`src/frontend_defines.svh`:
```
// ------------------------------------------------
// fetch frontend parameters
// address width, queue depth, debug entry point
// and the sequential fetch step
// ------------------------------------------------
`ifndef FRONTEND_DEFINES_SVH
`define FRONTEND_DEFINES_SVH

// virtual address width of the fetch path
`define FE_VLEN 32

// entries in the instruction queue toward decode
`define FE_QUEUE_DEPTH 4

// fixed debug entry, base of the debug module plus halt offset
`define FE_DEBUG_ADDR 32'h0000_0800

// one uncompressed instruction per fetch
`define FE_INSTR_BYTES 4

`endif
```
`src/frontend_pkg.sv`:
```
// ------------------------------------------------
// fetch frontend types
// opcodes, control-flow classes and the structs
// shared by the cache port, the redirect path
// and the instruction queue
// ------------------------------------------------
`default_nettype none

`include "frontend_defines.svh"

package frontend_pkg;

    // major opcodes the scanner tells apart
    typedef enum logic [6:0] {
        op_other  = 7'b0000000,
        op_branch = 7'b1100011,
        op_jalr   = 7'b1100111,
        op_jal    = 7'b1101111
    } opcode_e;

    // control flow recorded with each fetched instruction
    typedef enum logic [1:0] {
        cf_none   = 2'd0,
        cf_branch = 2'd1,
        cf_jump   = 2'd2
    } cf_e;

    // ------------------------------------------------
    // cache handshake
    // ------------------------------------------------
    typedef struct packed {
        logic                  req;
        logic [`FE_VLEN-1:0]   addr;
    } icache_req_t;

    typedef struct packed {
        logic                  valid;
        logic                  ex;
        logic [31:0]           data;
        logic [`FE_VLEN-1:0]   addr;
    } icache_rsp_t;

    // branch unit says the prediction was wrong
    typedef struct packed {
        logic                  valid;
        logic [`FE_VLEN-1:0]   target;
    } resolve_t;

    // one queue slot toward decode
    typedef struct packed {
        logic [`FE_VLEN-1:0]   addr;
        logic [31:0]           instr;
        logic                  ex;
        cf_e                   cf;
        logic [`FE_VLEN-1:0]   predict_addr;
    } fetch_entry_t;

endpackage

`default_nettype wire

```
`src/frontend.sv`:
```
// ------------------------------------------------
// instruction fetch frontend
// fetch stage with static prediction feeding the
// instruction queue toward decode
// ------------------------------------------------
`timescale 1ns/1ns
`default_nettype none

`include "frontend_defines.svh"

module frontend import frontend_pkg::*; (
    input  wire logic                 clk_i,
    input  wire logic                 rst_ni,
    input  wire logic [`FE_VLEN-1:0]  boot_addr_i,
    input  wire logic                 flush_i,
    // redirects from the back end
    input  wire resolve_t             resolved_i,
    input  wire logic                 eret_i,
    input  wire logic [`FE_VLEN-1:0]  epc_i,
    input  wire logic                 ex_valid_i,
    input  wire logic [`FE_VLEN-1:0]  trap_vector_i,
    input  wire logic                 set_pc_commit_i,
    input  wire logic [`FE_VLEN-1:0]  pc_commit_i,
    input  wire logic                 set_debug_pc_i,
    // instruction cache
    output icache_req_t               icache_req_o,
    input  wire icache_rsp_t          icache_rsp_i,
    // toward decode
    output fetch_entry_t              fetch_entry_o,
    output logic                      fetch_entry_valid_o,
    input  wire logic                 fetch_entry_ready_i
);

    fetch_entry_t         entry;
    logic                 entry_valid;
    logic                 queue_ready;
    logic                 replay;
    logic [`FE_VLEN-1:0]  replay_addr;

    fetch_stage i_fetch_stage (
        .clk_i           (clk_i),
        .rst_ni          (rst_ni),
        .boot_addr_i     (boot_addr_i),
        .flush_i         (flush_i),
        .resolved_i      (resolved_i),
        .eret_i          (eret_i),
        .epc_i           (epc_i),
        .ex_valid_i      (ex_valid_i),
        .trap_vector_i   (trap_vector_i),
        .set_pc_commit_i (set_pc_commit_i),
        .pc_commit_i     (pc_commit_i),
        .set_debug_pc_i  (set_debug_pc_i),
        .icache_req_o    (icache_req_o),
        .icache_rsp_i    (icache_rsp_i),
        .queue_ready_i   (queue_ready),
        .replay_i        (replay),
        .replay_addr_i   (replay_addr),
        .entry_o         (entry),
        .entry_valid_o   (entry_valid)
    );

    // flush also empties the queue
    instr_queue i_instr_queue (
        .clk_i               (clk_i),
        .rst_ni              (rst_ni),
        .flush_i             (flush_i),
        .entry_i             (entry),
        .entry_valid_i       (entry_valid),
        .ready_o             (queue_ready),
        .replay_o            (replay),
        .replay_addr_o       (replay_addr),
        .fetch_entry_o       (fetch_entry_o),
        .fetch_entry_valid_o (fetch_entry_valid_o),
        .fetch_entry_ready_i (fetch_entry_ready_i)
    );

endmodule

`default_nettype wire

```
`src/instr_queue.sv`:
```
// ------------------------------------------------
// instruction queue
// circular buffer of fetch entries toward decode,
// rejects a push when full and asks for a replay
// ------------------------------------------------
`timescale 1ns/1ns
`default_nettype none

`include "frontend_defines.svh"

module instr_queue import frontend_pkg::*; (
    input  wire logic                 clk_i,
    input  wire logic                 rst_ni,
    input  wire logic                 flush_i,
    input  wire fetch_entry_t         entry_i,
    input  wire logic                 entry_valid_i,
    output logic                      ready_o,
    output logic                      replay_o,
    output logic [`FE_VLEN-1:0]       replay_addr_o,
    output fetch_entry_t              fetch_entry_o,
    output logic                      fetch_entry_valid_o,
    input  wire logic                 fetch_entry_ready_i
);

    localparam int unsigned DEPTH = `FE_QUEUE_DEPTH;
    localparam int unsigned PTR_W = (DEPTH > 1) ? $clog2(DEPTH) : 1;
    localparam int unsigned CNT_W = $clog2(DEPTH + 1);

    fetch_entry_t      mem_q [DEPTH];
    logic [PTR_W-1:0]  rd_ptr_q, wr_ptr_q;
    logic [CNT_W-1:0]  count_q;
    logic              full;
    logic              push, pop;

    assign full    = (count_q == CNT_W'(DEPTH));
    assign ready_o = ~full;

    assign push = entry_valid_i & ~full;
    assign pop  = fetch_entry_valid_o & fetch_entry_ready_i;

    // full queue turns the entry away, fetch restarts at its address
    assign replay_o      = entry_valid_i & full;
    assign replay_addr_o = entry_i.addr;

    // head of the queue, stable until it is taken
    assign fetch_entry_valid_o = (count_q != '0);
    assign fetch_entry_o       = mem_q[rd_ptr_q];

    // ------------------------------------------------
    // pointers and fill level
    // ------------------------------------------------
    always_ff @(posedge clk_i or negedge rst_ni) begin
        if (!rst_ni) begin
            rd_ptr_q <= '0;
            wr_ptr_q <= '0;
            count_q  <= '0;
        end else if (flush_i) begin
            // drop all buffered entries
            rd_ptr_q <= '0;
            wr_ptr_q <= '0;
            count_q  <= '0;
        end else begin
            if (push) begin
                wr_ptr_q <= (wr_ptr_q == PTR_W'(DEPTH - 1)) ? '0 : wr_ptr_q + 1'b1;
            end
            if (pop) begin
                rd_ptr_q <= (rd_ptr_q == PTR_W'(DEPTH - 1)) ? '0 : rd_ptr_q + 1'b1;
            end
            // simultaneous push and pop leave the level unchanged
            case ({push, pop})
                2'b10:   count_q <= count_q + 1'b1;
                2'b01:   count_q <= count_q - 1'b1;
                default: count_q <= count_q;
            endcase
        end
    end

    // storage
    always_ff @(posedge clk_i) begin
        if (push && !flush_i) begin
            mem_q[wr_ptr_q] <= entry_i;
        end
    end

endmodule

`default_nettype wire

```
`src/fetch_stage.sv`:
```
// ------------------------------------------------
// fetch stage
// next-PC generation with redirect priority,
// cache request, registered response, static
// prediction and the push toward the queue
// ------------------------------------------------
`timescale 1ns/1ns
`default_nettype none

`include "frontend_defines.svh"

module fetch_stage import frontend_pkg::*; (
    input  wire logic                 clk_i,
    input  wire logic                 rst_ni,
    input  wire logic [`FE_VLEN-1:0]  boot_addr_i,
    input  wire logic                 flush_i,
    input  wire resolve_t             resolved_i,
    input  wire logic                 eret_i,
    input  wire logic [`FE_VLEN-1:0]  epc_i,
    input  wire logic                 ex_valid_i,
    input  wire logic [`FE_VLEN-1:0]  trap_vector_i,
    input  wire logic                 set_pc_commit_i,
    input  wire logic [`FE_VLEN-1:0]  pc_commit_i,
    input  wire logic                 set_debug_pc_i,
    output icache_req_t               icache_req_o,
    input  wire icache_rsp_t          icache_rsp_i,
    input  wire logic                 queue_ready_i,
    input  wire logic                 replay_i,
    input  wire logic [`FE_VLEN-1:0]  replay_addr_i,
    output fetch_entry_t              entry_o,
    output logic                      entry_valid_o
);

    // set for the first cycle out of reset so boot_addr_i gets loaded
    logic                 rst_load_q;
    logic [`FE_VLEN-1:0]  npc_d, npc_q;
    logic [`FE_VLEN-1:0]  fetch_addr;

    // registered cache response
    logic                 rsp_valid_q;
    logic                 rsp_ex_q;
    logic [31:0]          rsp_data_q;
    logic [`FE_VLEN-1:0]  rsp_addr_q;

    logic                 is_mispredict;
    logic                 kill_s1, kill_s2;
    logic                 bp_valid;
    cf_e                  scan_cf;
    cf_e                  entry_cf;
    logic [`FE_VLEN-1:0]  scan_target;

    // ------------------------------------------------
    // static prediction on the registered word
    // ------------------------------------------------
    instr_scan i_instr_scan (
        .instr_i  (rsp_data_q),
        .pc_i     (rsp_addr_q),
        .cf_o     (scan_cf),
        .target_o (scan_target)
    );

    // a faulting fetch carries no usable instruction
    assign entry_cf = rsp_ex_q ? cf_none : scan_cf;

    assign is_mispredict = resolved_i.valid;

    // push the registered word unless a flush or mispredict drops it,
    // a full queue answers the push with replay instead
    assign entry_valid_o = rsp_valid_q & ~(flush_i | is_mispredict);
    assign bp_valid      = entry_valid_o & (entry_cf != cf_none);

    // kill everything in flight on a redirect or replay
    assign kill_s1 = flush_i | is_mispredict | replay_i;
    // a taken prediction only drops the word arriving now
    assign kill_s2 = kill_s1 | bp_valid;

    assign entry_o.addr         = rsp_addr_q;
    assign entry_o.instr        = rsp_data_q;
    assign entry_o.ex           = rsp_ex_q;
    assign entry_o.cf           = entry_cf;
    assign entry_o.predict_addr = bp_valid ? scan_target : '0;

    // cache is always ready, so req high means accepted
    // quiet in reset and while the boot address is loaded
    assign icache_req_o.req  = queue_ready_i & ~kill_s1 & ~rst_load_q;
    assign icache_req_o.addr = fetch_addr;

    // ------------------------------------------------
    // next PC, later assignments win
    // ------------------------------------------------
    always_comb begin
        // hold by default, boot address right after reset
        if (rst_load_q) begin
            fetch_addr = boot_addr_i;
            npc_d      = boot_addr_i;
        end else begin
            fetch_addr = npc_q;
            npc_d      = npc_q;
        end
        // predicted target is fetched in this very cycle
        if (bp_valid) begin
            fetch_addr = scan_target;
            npc_d      = scan_target;
        end
        // sequential step on an accepted request
        if (icache_req_o.req) begin
            npc_d = {fetch_addr[`FE_VLEN-1:2], 2'b00} + `FE_VLEN'(`FE_INSTR_BYTES);
        end
        // refetch what the full queue turned away
        if (replay_i) begin
            npc_d = replay_addr_i;
        end
        if (is_mispredict) begin
            npc_d = resolved_i.target;
        end
        if (eret_i) begin
            npc_d = epc_i;
        end
        if (ex_valid_i) begin
            npc_d = trap_vector_i;
        end
        // resume after the instruction in commit
        if (set_pc_commit_i) begin
            npc_d = pc_commit_i + `FE_VLEN'(`FE_INSTR_BYTES);
        end
        if (set_debug_pc_i) begin
            npc_d = `FE_DEBUG_ADDR;
        end
    end

    // ------------------------------------------------
    // registers
    // ------------------------------------------------
    always_ff @(posedge clk_i or negedge rst_ni) begin
        if (!rst_ni) begin
            rst_load_q  <= 1'b1;
            npc_q       <= '0;
            rsp_valid_q <= 1'b0;
        end else begin
            rst_load_q  <= 1'b0;
            npc_q       <= npc_d;
            // response arriving in a kill_s2 cycle is discarded
            rsp_valid_q <= icache_rsp_i.valid & ~kill_s2;
        end
    end

    always_ff @(posedge clk_i) begin
        if (icache_rsp_i.valid) begin
            rsp_ex_q   <= icache_rsp_i.ex;
            rsp_data_q <= icache_rsp_i.data;
            rsp_addr_q <= icache_rsp_i.addr;
        end
    end

endmodule

`default_nettype wire

```
`src/instr_scan.sv`:
```
// ------------------------------------------------
// instruction scanner
// classifies one 32-bit instruction for control
// flow and makes a static taken/not-taken guess
// ------------------------------------------------
`timescale 1ns/1ns
`default_nettype none

`include "frontend_defines.svh"

module instr_scan import frontend_pkg::*; (
    input  wire logic [31:0]          instr_i,
    input  wire logic [`FE_VLEN-1:0]  pc_i,
    output cf_e                       cf_o,
    output logic [`FE_VLEN-1:0]       target_o
);

    opcode_e              opcode;
    logic [`FE_VLEN-1:0]  b_imm;
    logic [`FE_VLEN-1:0]  j_imm;
    logic [`FE_VLEN-1:0]  imm;

    // major opcode, anything not listed is plain sequential code
    always_comb begin
        case (instr_i[6:0])
            op_branch: opcode = op_branch;
            op_jal:    opcode = op_jal;
            op_jalr:   opcode = op_jalr;
            default:   opcode = op_other;
        endcase
    end

    // B-type immediate, sign taken from bit 31
    assign b_imm = {{(`FE_VLEN-12){instr_i[31]}}, instr_i[7], instr_i[30:25],
                    instr_i[11:8], 1'b0};

    // J-type immediate
    assign j_imm = {{(`FE_VLEN-20){instr_i[31]}}, instr_i[19:12], instr_i[20],
                    instr_i[30:21], 1'b0};

    // static prediction
    always_comb begin
        imm  = '0;
        cf_o = cf_none;
        case (opcode)
            op_branch: begin
                imm = b_imm;
                // backward branches are assumed to be loops
                if (b_imm[`FE_VLEN-1]) begin
                    cf_o = cf_branch;
                end
            end
            op_jal: begin
                imm  = j_imm;
                cf_o = cf_jump;
            end
            // jalr target is in a register, nothing to predict from
            default: begin
                imm  = '0;
                cf_o = cf_none;
            end
        endcase
    end

    // pc-relative target, equals pc when there is no control flow
    assign target_o = pc_i + imm;

endmodule

`default_nettype wire

```
`config.mk`:
```
export PLATFORM = sky130hd
export DESIGN_NAME = frontend
export DESIGN_NICKNAME = d
export VERILOG_FILES = /design/src/frontend_pkg.sv /design/src/frontend.sv /design/src/instr_queue.sv /design/src/fetch_stage.sv /design/src/instr_scan.sv
export VERILOG_INCLUDE_DIRS = /design/src
export SDC_FILE = /design/constraint.sdc
export NUM_CORES = 1
export LEC_CHECK = 0
export BUFFER_PORTS_ARGS = -buffer_cell sky130_fd_sc_hd__buf_4
export CAP_MARGIN = 25
export CORE_ASPECT_RATIO = 0.6
export CORE_UTILIZATION = 52
export CTS_CLUSTER_SIZE = 25
export DETAILED_ROUTE_END_ITERATION = 10
export PLACE_DENSITY = 0.78
export SLEW_MARGIN = 20
export SYNTH_ARGS = -nofsm -noshare
export SYNTH_HDL_FRONTEND = slang
export SYNTH_SLANG_ARGS = --single-unit
export TNS_END_PERCENT = 5
```
`constraint.sdc`:
```
create_clock -name clk_i -period 11.1 [get_ports clk_i]
set_input_delay 1.665 -clock clk_i [delete_from_list [all_inputs] [get_ports clk_i]]
set_output_delay 1.665 -clock clk_i [all_outputs]
set_load 0.01 [all_outputs]
```
After elaboration in Yosys (flattened, before gate mapping)
Memory sizes are Yosys's and may differ from the RTL's.
Index checks and enable logic that the tools add are counted.
{"block": "classes", "order_cmp": 0, "mul": 0, "muxes": 25, "n_div": 0, "shifts": 0, "reduce_logical": 7, "eq_ne": 10, "n_addsub": 7, "bitwise": 16}
{"operator": "2-to-1 mux 32 bit", "n": 10}
{"operator": "adder 32 x 3 -> 32 bit (second input constant)", "n": 2}
{"operator": "case mux 32 bit (2 select lines)", "n": 1}
{"operator": "== test 7 bit (second input constant)", "n": 5}
{"operator": "adder 32 bit", "n": 1}
{"operator": "case mux 7 bit (3 select lines)", "n": 1}
{"operator": "2-to-1 mux 2 bit", "n": 7}
{"operator": "bitwise AND 1 bit", "n": 8}
{"operator": "== test 2 bit (second input constant)", "n": 3}
{"operator": "case mux 3 bit (2 select lines)", "n": 1}
{"operator": "nonzero test 2 bit", "n": 3}
{"operator": "nonzero test 3 bit", "n": 2}
{"operator": "NOT 1 bit", "n": 5}
{"operator": "adder 2 x 1 -> 2 bit (second input constant)", "n": 2}
{"operator": "case mux 2 bit (2 select lines)", "n": 1}
{"operator": "adder 3 x 1 -> 3 bit (second input constant)", "n": 1}
{"operator": "== test 3 bit (second input constant)", "n": 1}
{"operator": "2-to-1 mux 1 bit", "n": 3}
{"operator": "2-to-1 mux 3 bit", "n": 1}
{"operator": "bitwise OR 1 bit", "n": 3}
{"operator": "subtractor 3 x 1 -> 3 bit (second input constant)", "n": 1}
{"operator": "== test 2 x 1 -> 1 bit (second input constant)", "n": 1}
{"operator": "logical AND 1 bit", "n": 1}
{"operator": "logical NOT 1 bit", "n": 1}
{"block": "totals", "mem_count": 1, "mem_bits_ro": 0, "regBits": 106, "out_inout_bits": 133, "latchBits": 0, "ram_bits": 396}
{"name": "i_instr_queue.mem_q", "depth": 4, "word_bits": 99, "read_ports": 1, "rd_clocked_by_memory_dff": 0, "wr": 1, "line_no": "instr_queue.sv:29", "source": "fetch_entry_t mem_q [DEPTH];"}

Depth between registers and ports, before layout
{"block": "depth", "depth_word": 16, "mapped_depth": 22, "mapped_depth_nobuf": 19}

Hierarchy
From an unflattened synthesis, not the netlist that was laid out.
{"block": "unflattened", "hier_cells": 1666, "hier_area_um2": 23986.8}
{"module": "instr_queue", "n_inst": 1, "seq_area_each_um2": 12066.6, "area_each_um2": 15088.2, "cells_per_inst": 617}
{"module": "fetch_stage", "n_inst": 1, "seq_area_each_um2": 2803.9, "area_each_um2": 6905.4, "cells_per_inst": 755}
{"module": "instr_scan", "n_inst": 1, "seq_area_each_um2": 0.0, "area_each_um2": 1993.2, "cells_per_inst": 294}

Least setup slack after synthesis
OpenSTA, ideal clock, no wires.
{"block": "synth_path", "kind": "register to output", "from": "reg i_fetch_stage.rsp_data_q[4]", "to": "out icache_req_o[31] (netlist name)", "t_arrival_ns": 4.028, "t_required_ns": 9.435, "setup_slack_ns": 5.407, "stages_incl_launch_ff": 16, "path_cell_list": "edfxtp_1 -> and4b_1 -> nand2_1 -> nor3_1 -> nor2_1 -> nor2b_1 -> ha_1 -> clkbuf_1 -> a21oi_1 -> o21ai_0 -> a21oi_1 -> a21oi_1 -> o21ai_1 -> a21boi_0 -> or3_1 -> a31oi_1"}
{"item": "from (decl)", "line_no": "fetch_stage.sv:42", "source": "logic [31:0] rsp_data_q;"}
{"item": "from (signal assigned)", "line_no": "fetch_stage.sv:150", "source": "rsp_data_q <= icache_rsp_i.data;"}
{"item": "to (decl)", "line_no": "frontend.sv:26", "source": "output icache_req_t icache_req_o,"}

==> impl_metrics.yaml <==
timing:
  relSlewSlack: 0.280
  setup_violations: 0
  finalHoldViolCount: 0
  rsz0062_at_grt: "false"
  period_share: 0.682
  setup_tns_ps: 0
  setup_slack_ps: 3530
  fmax_mhz: 132
  min_period_ps: 7570
  fin_worst_skew_ps: 33.9
  worst_pin_slew_ps: 1080
  final_max_slew_viol_count: 0
clocking:
  cts_setup_buffers: 0
  clock_sinks: 502
  cts_resized: 0
  clk_latency_ps: 570
  clkTransAtPathRegs_ps: 60
  cts_buffers: 45
  cts-root-buf: "clkbuf_16"
  clk_path_buf_depth: 3
  cts.htree.levels: 2
  cts_tree: "done"
  postCtsHoldBufs: 0
critical_path:
  endpoint_kind: "output pin"
  rr_worst_depth: 19
  worst-path-max-fanout: 14
  rrSetupSlack_ps: 4750
  cp.required_ps: 9440
  start_kind: "flip-flop"
  crit_path_start: "i_fetch_stage.rsp_data_q[4]"
  cp.arrival_ps: 5910
  crit_type: "reg -> out"
  critical_path.top_delay_family: "compound AO/OA/AOI/OAI gates"
  path_cells: "and4b_1 > nand2_1 > nor2_1 > nor2_1 > nor2b_1 > ha_1 > a21o_1 > nand3_1 > a311oi_1 > o211ai_1 > a21o_1 > a311oi_2 > a31oi_1 > xnor2_1 > o21ai_0 > inv_1 > buf_4"
  cp-endpoint: "icache_req_o[30]"
  path_depth: 17
  cp_num_buf_inv: 2
  crit_path_top_delay_cell: "nor2_1"
  rr_endpoint: "i_fetch_stage.npc_q[23]"
  rr_startpoint: "i_fetch_stage.rsp_data_q[4]"
  slowest_delay_ps: 750
die:
  row_count: 59
  ios: 368
  initial_core_util: 0.535
  die_h_um: 167
  core-area_um2: 44000
  die_area_um2: 46200
  die_w_um: 277
global_route:
  grt_max_degree: 68
  grt_pass1_wl_um: 105000
  antenna_found_initial: 5
  grt_usage: 0.312
  globalRouteOverflowTotal: 0
  grt_pass1_vias: 15900
synth:
  yosys.area.top_type: "edfxtp_1"
  ys.flop_type: "edfxtp_1"
  ys_seq_area_frac: 0.632
  avgSynthCellArea_um2: 14.6
  yosysUniqueCellTypes: 97
  synth_area_leaders: "edfxtp_1, mux4_2, dfrtp_1"
  synth_nets: 1882
  postSynthCellCount: 1608
  synth-async-reset-ratio: 0.0817
  yosysTopAreaCellShare: 0.588
  synth_warnings: 0
  netlist_area_um2: 23500
  synth_seq_cells: 502
  synth_edf_count: 461
power_and_ir_drop:
  power_leakage_uw: 0.0105
  peakVddDrop_uv: 154
  swShare: 0.257
  power_density_nw_per_um2: 160
  power_frac_comb: 0.176
  p_sw_uw: 1160
  clkPwrFrac: 0.336
  pwr-share-seq: 0.488
  internal-power_uw: 3340
cells_and_area:
  final_common_cell: "edfxtp_1"
  final_cell_mix: "edfxtp_1, buf_4, nor2_1"
  n_antenna_cell: 0
  num-nets-final: 2221
  layout-drive-gt1-share: 0.299
  fill_cells: 3190
  multi_input_area_um2: 8200
  regArea_um2: 14900
  syn2layout_area_growth_pct: 19.7
routing:
  drtAntennaViolNets: 0
  dr.pass1.iters: 6
  drtIter0Drc: 2012
  met3WireLength_um: 8800
  met2_length_um: 31700
  drc_errors: 0
  top_layer_used: "met5"
  drt-total-wl_um: 72500
  wl_met1_um: 30600
  viasPerCell: 6.37
  vias: 16300
  routed_wire_length_per_instance_um: 28.3
hold_path:
  hold_class: "reg -> reg"
  min_from: "i_fetch_stage.rsp_data_q[4]"
job:
  maxCapViolations: 0
place:
  place.gp.congestion: 1.01
  dp_slack_ps: 4300
  dp_hpwl_um: 52600
  io_buffers: 367
outcome:
  status: "finished clean"
[per-layer routing]
metal,up-vias,global-route usage
met5,-,0
met4,4,0.0640
met3,100,0.0944
met2,922,0.455
met1,8264,0.466
li1,7015,-
[stage by stage]
step / total power (µW) / hold WS [ps] / instances / utilization / area (µm²)
4_1_cts: 4530 / 532 / 2560 / 0.641 / 28200
5_1_grt: 4650 / 543 / 2560 / 0.641 / 28200
3_3_place_gp: 3020 / 483 / 2479 / 0.609 / 26800
2_1_floorplan: 2650 / 474 / 1608 / - / 23500
6_report: 4500 / 534 / 2560 / 0.641 / 28200
3_5_place_dp: 3030 / 517 / 2479 / 0.609 / 26800
[state kept, by name, summed over array words and instances, names as in the netlist, 2 cells and up]
name                      flops
i_fetch_stage.rsp_addr_q     32
i_fetch_stage.npc_q          32
i_instr_queue.count_q         3
i_instr_queue.mem_q         396
i_instr_queue.wr_ptr_q        2
i_fetch_stage.rsp_data_q     32
i_instr_queue.rd_ptr_q        2
[worst min-delay path by stage]
| stage | depth (start not counted) | slack [ps] | end |
|---|---|---|---|
| floorplan | 0 | 470 | i_instr_queue.mem_q[0][60] |
| global placement | 0 | 480 | i_instr_queue.mem_q[2][39] |
| detailed placement | 0 | 520 | i_instr_queue.mem_q[0][39] |
| CTS | 0 | 530 | i_instr_queue.mem_q[0][39] |
| global route | 0 | 540 | i_instr_queue.mem_q[0][39] |
| finish | 0 | 530 | i_instr_queue.mem_q[0][39] |
[kinds of logic (layout without fill, tap and decap cells)]
family	after synthesis	in the layout	synth area share
XOR/XNOR	80	80	0.0298
AND/OR/NAND/NOR	392	392	0.0835
buffers and inverters	118	491	0.0214
other	1	1	0.000159
adder cells (fa/ha/maj)	39	39	0.0214
multiplexers	135	135	0.111
AO/OA/AOI/OAI	341	341	0.102
flip-flops	502	502	0.632
[worst register-to-register path: stages (launching register included)]
cell      delay [ps]
edfxtp_1         430
and4b_1          390
nand2_1          150
nor2_1           750
a22o_1           310
ha_1             200
inv_1             60
fa_1             390
and2b_1          260
o221ai_1         220
a31oi_1          420
or3_1            190
a31oi_1          190
nor3_1           670
nand3_1          170
nor3_2           430
nand2_1          130
xor2_1           160
a21o_1           200
a211oi_1         450
[cell type report]
| type | instances | share of cell area |
|---|---|---|
| Tap cell | 579 | 0.0257 |
| Clock buffer | 58 | 0.0424 |
| Sequential cell | 502 | 0.528 |
| Clock inverter | 23 | 0.00746 |
| Multi-Input combinational cell | 988 | 0.291 |
| Inverter | 26 | 0.00346 |
| Timing Repair Buffer | 384 | 0.102 |
[power groups by stage]
| stage | clock network [µW] | logic (µW) | registers, µW |
|---|---|---|---|
| floorplan | 0 | 480 | 2170 |
| global placement | 0 | 788 | 2240 |
| detailed placement | 0 | 791 | 2240 |
| CTS | 1530 | 795 | 2200 |
| global route | 1600 | 842 | 2210 |
| finish | 1510 | 793 | 2200 |
[synth_stat cells (5+ instances only)]
library cell and number:
nor2_1 132, dfrtp_1 40, buf_2 9, and2_1 17
clkbuf_1 57, o21ai_0 40, a211oi_1 47, edfxtp_1 461
ha_1 37, nor3b_1 5, a221oi_1 9, buf_6 5
a22oi_1 6, o21bai_1 11, nand2_1 83, inv_1 24
buf_1 18, nor3_1 27, a22o_1 5, xnor2_1 56
a211o_1 7, nand3_1 32, or3_1 10, nand2b_1 6
mux2_2 8, a31oi_1 11, xor2_1 24, nand4_1 11
nor2b_1 21, mux4_2 99, mux2i_1 27, a21o_1 23
o211ai_1 9, o22ai_1 23, a21oi_1 89, a221o_1 5
and3_1 18
Power figures use the tool's default switching activity.
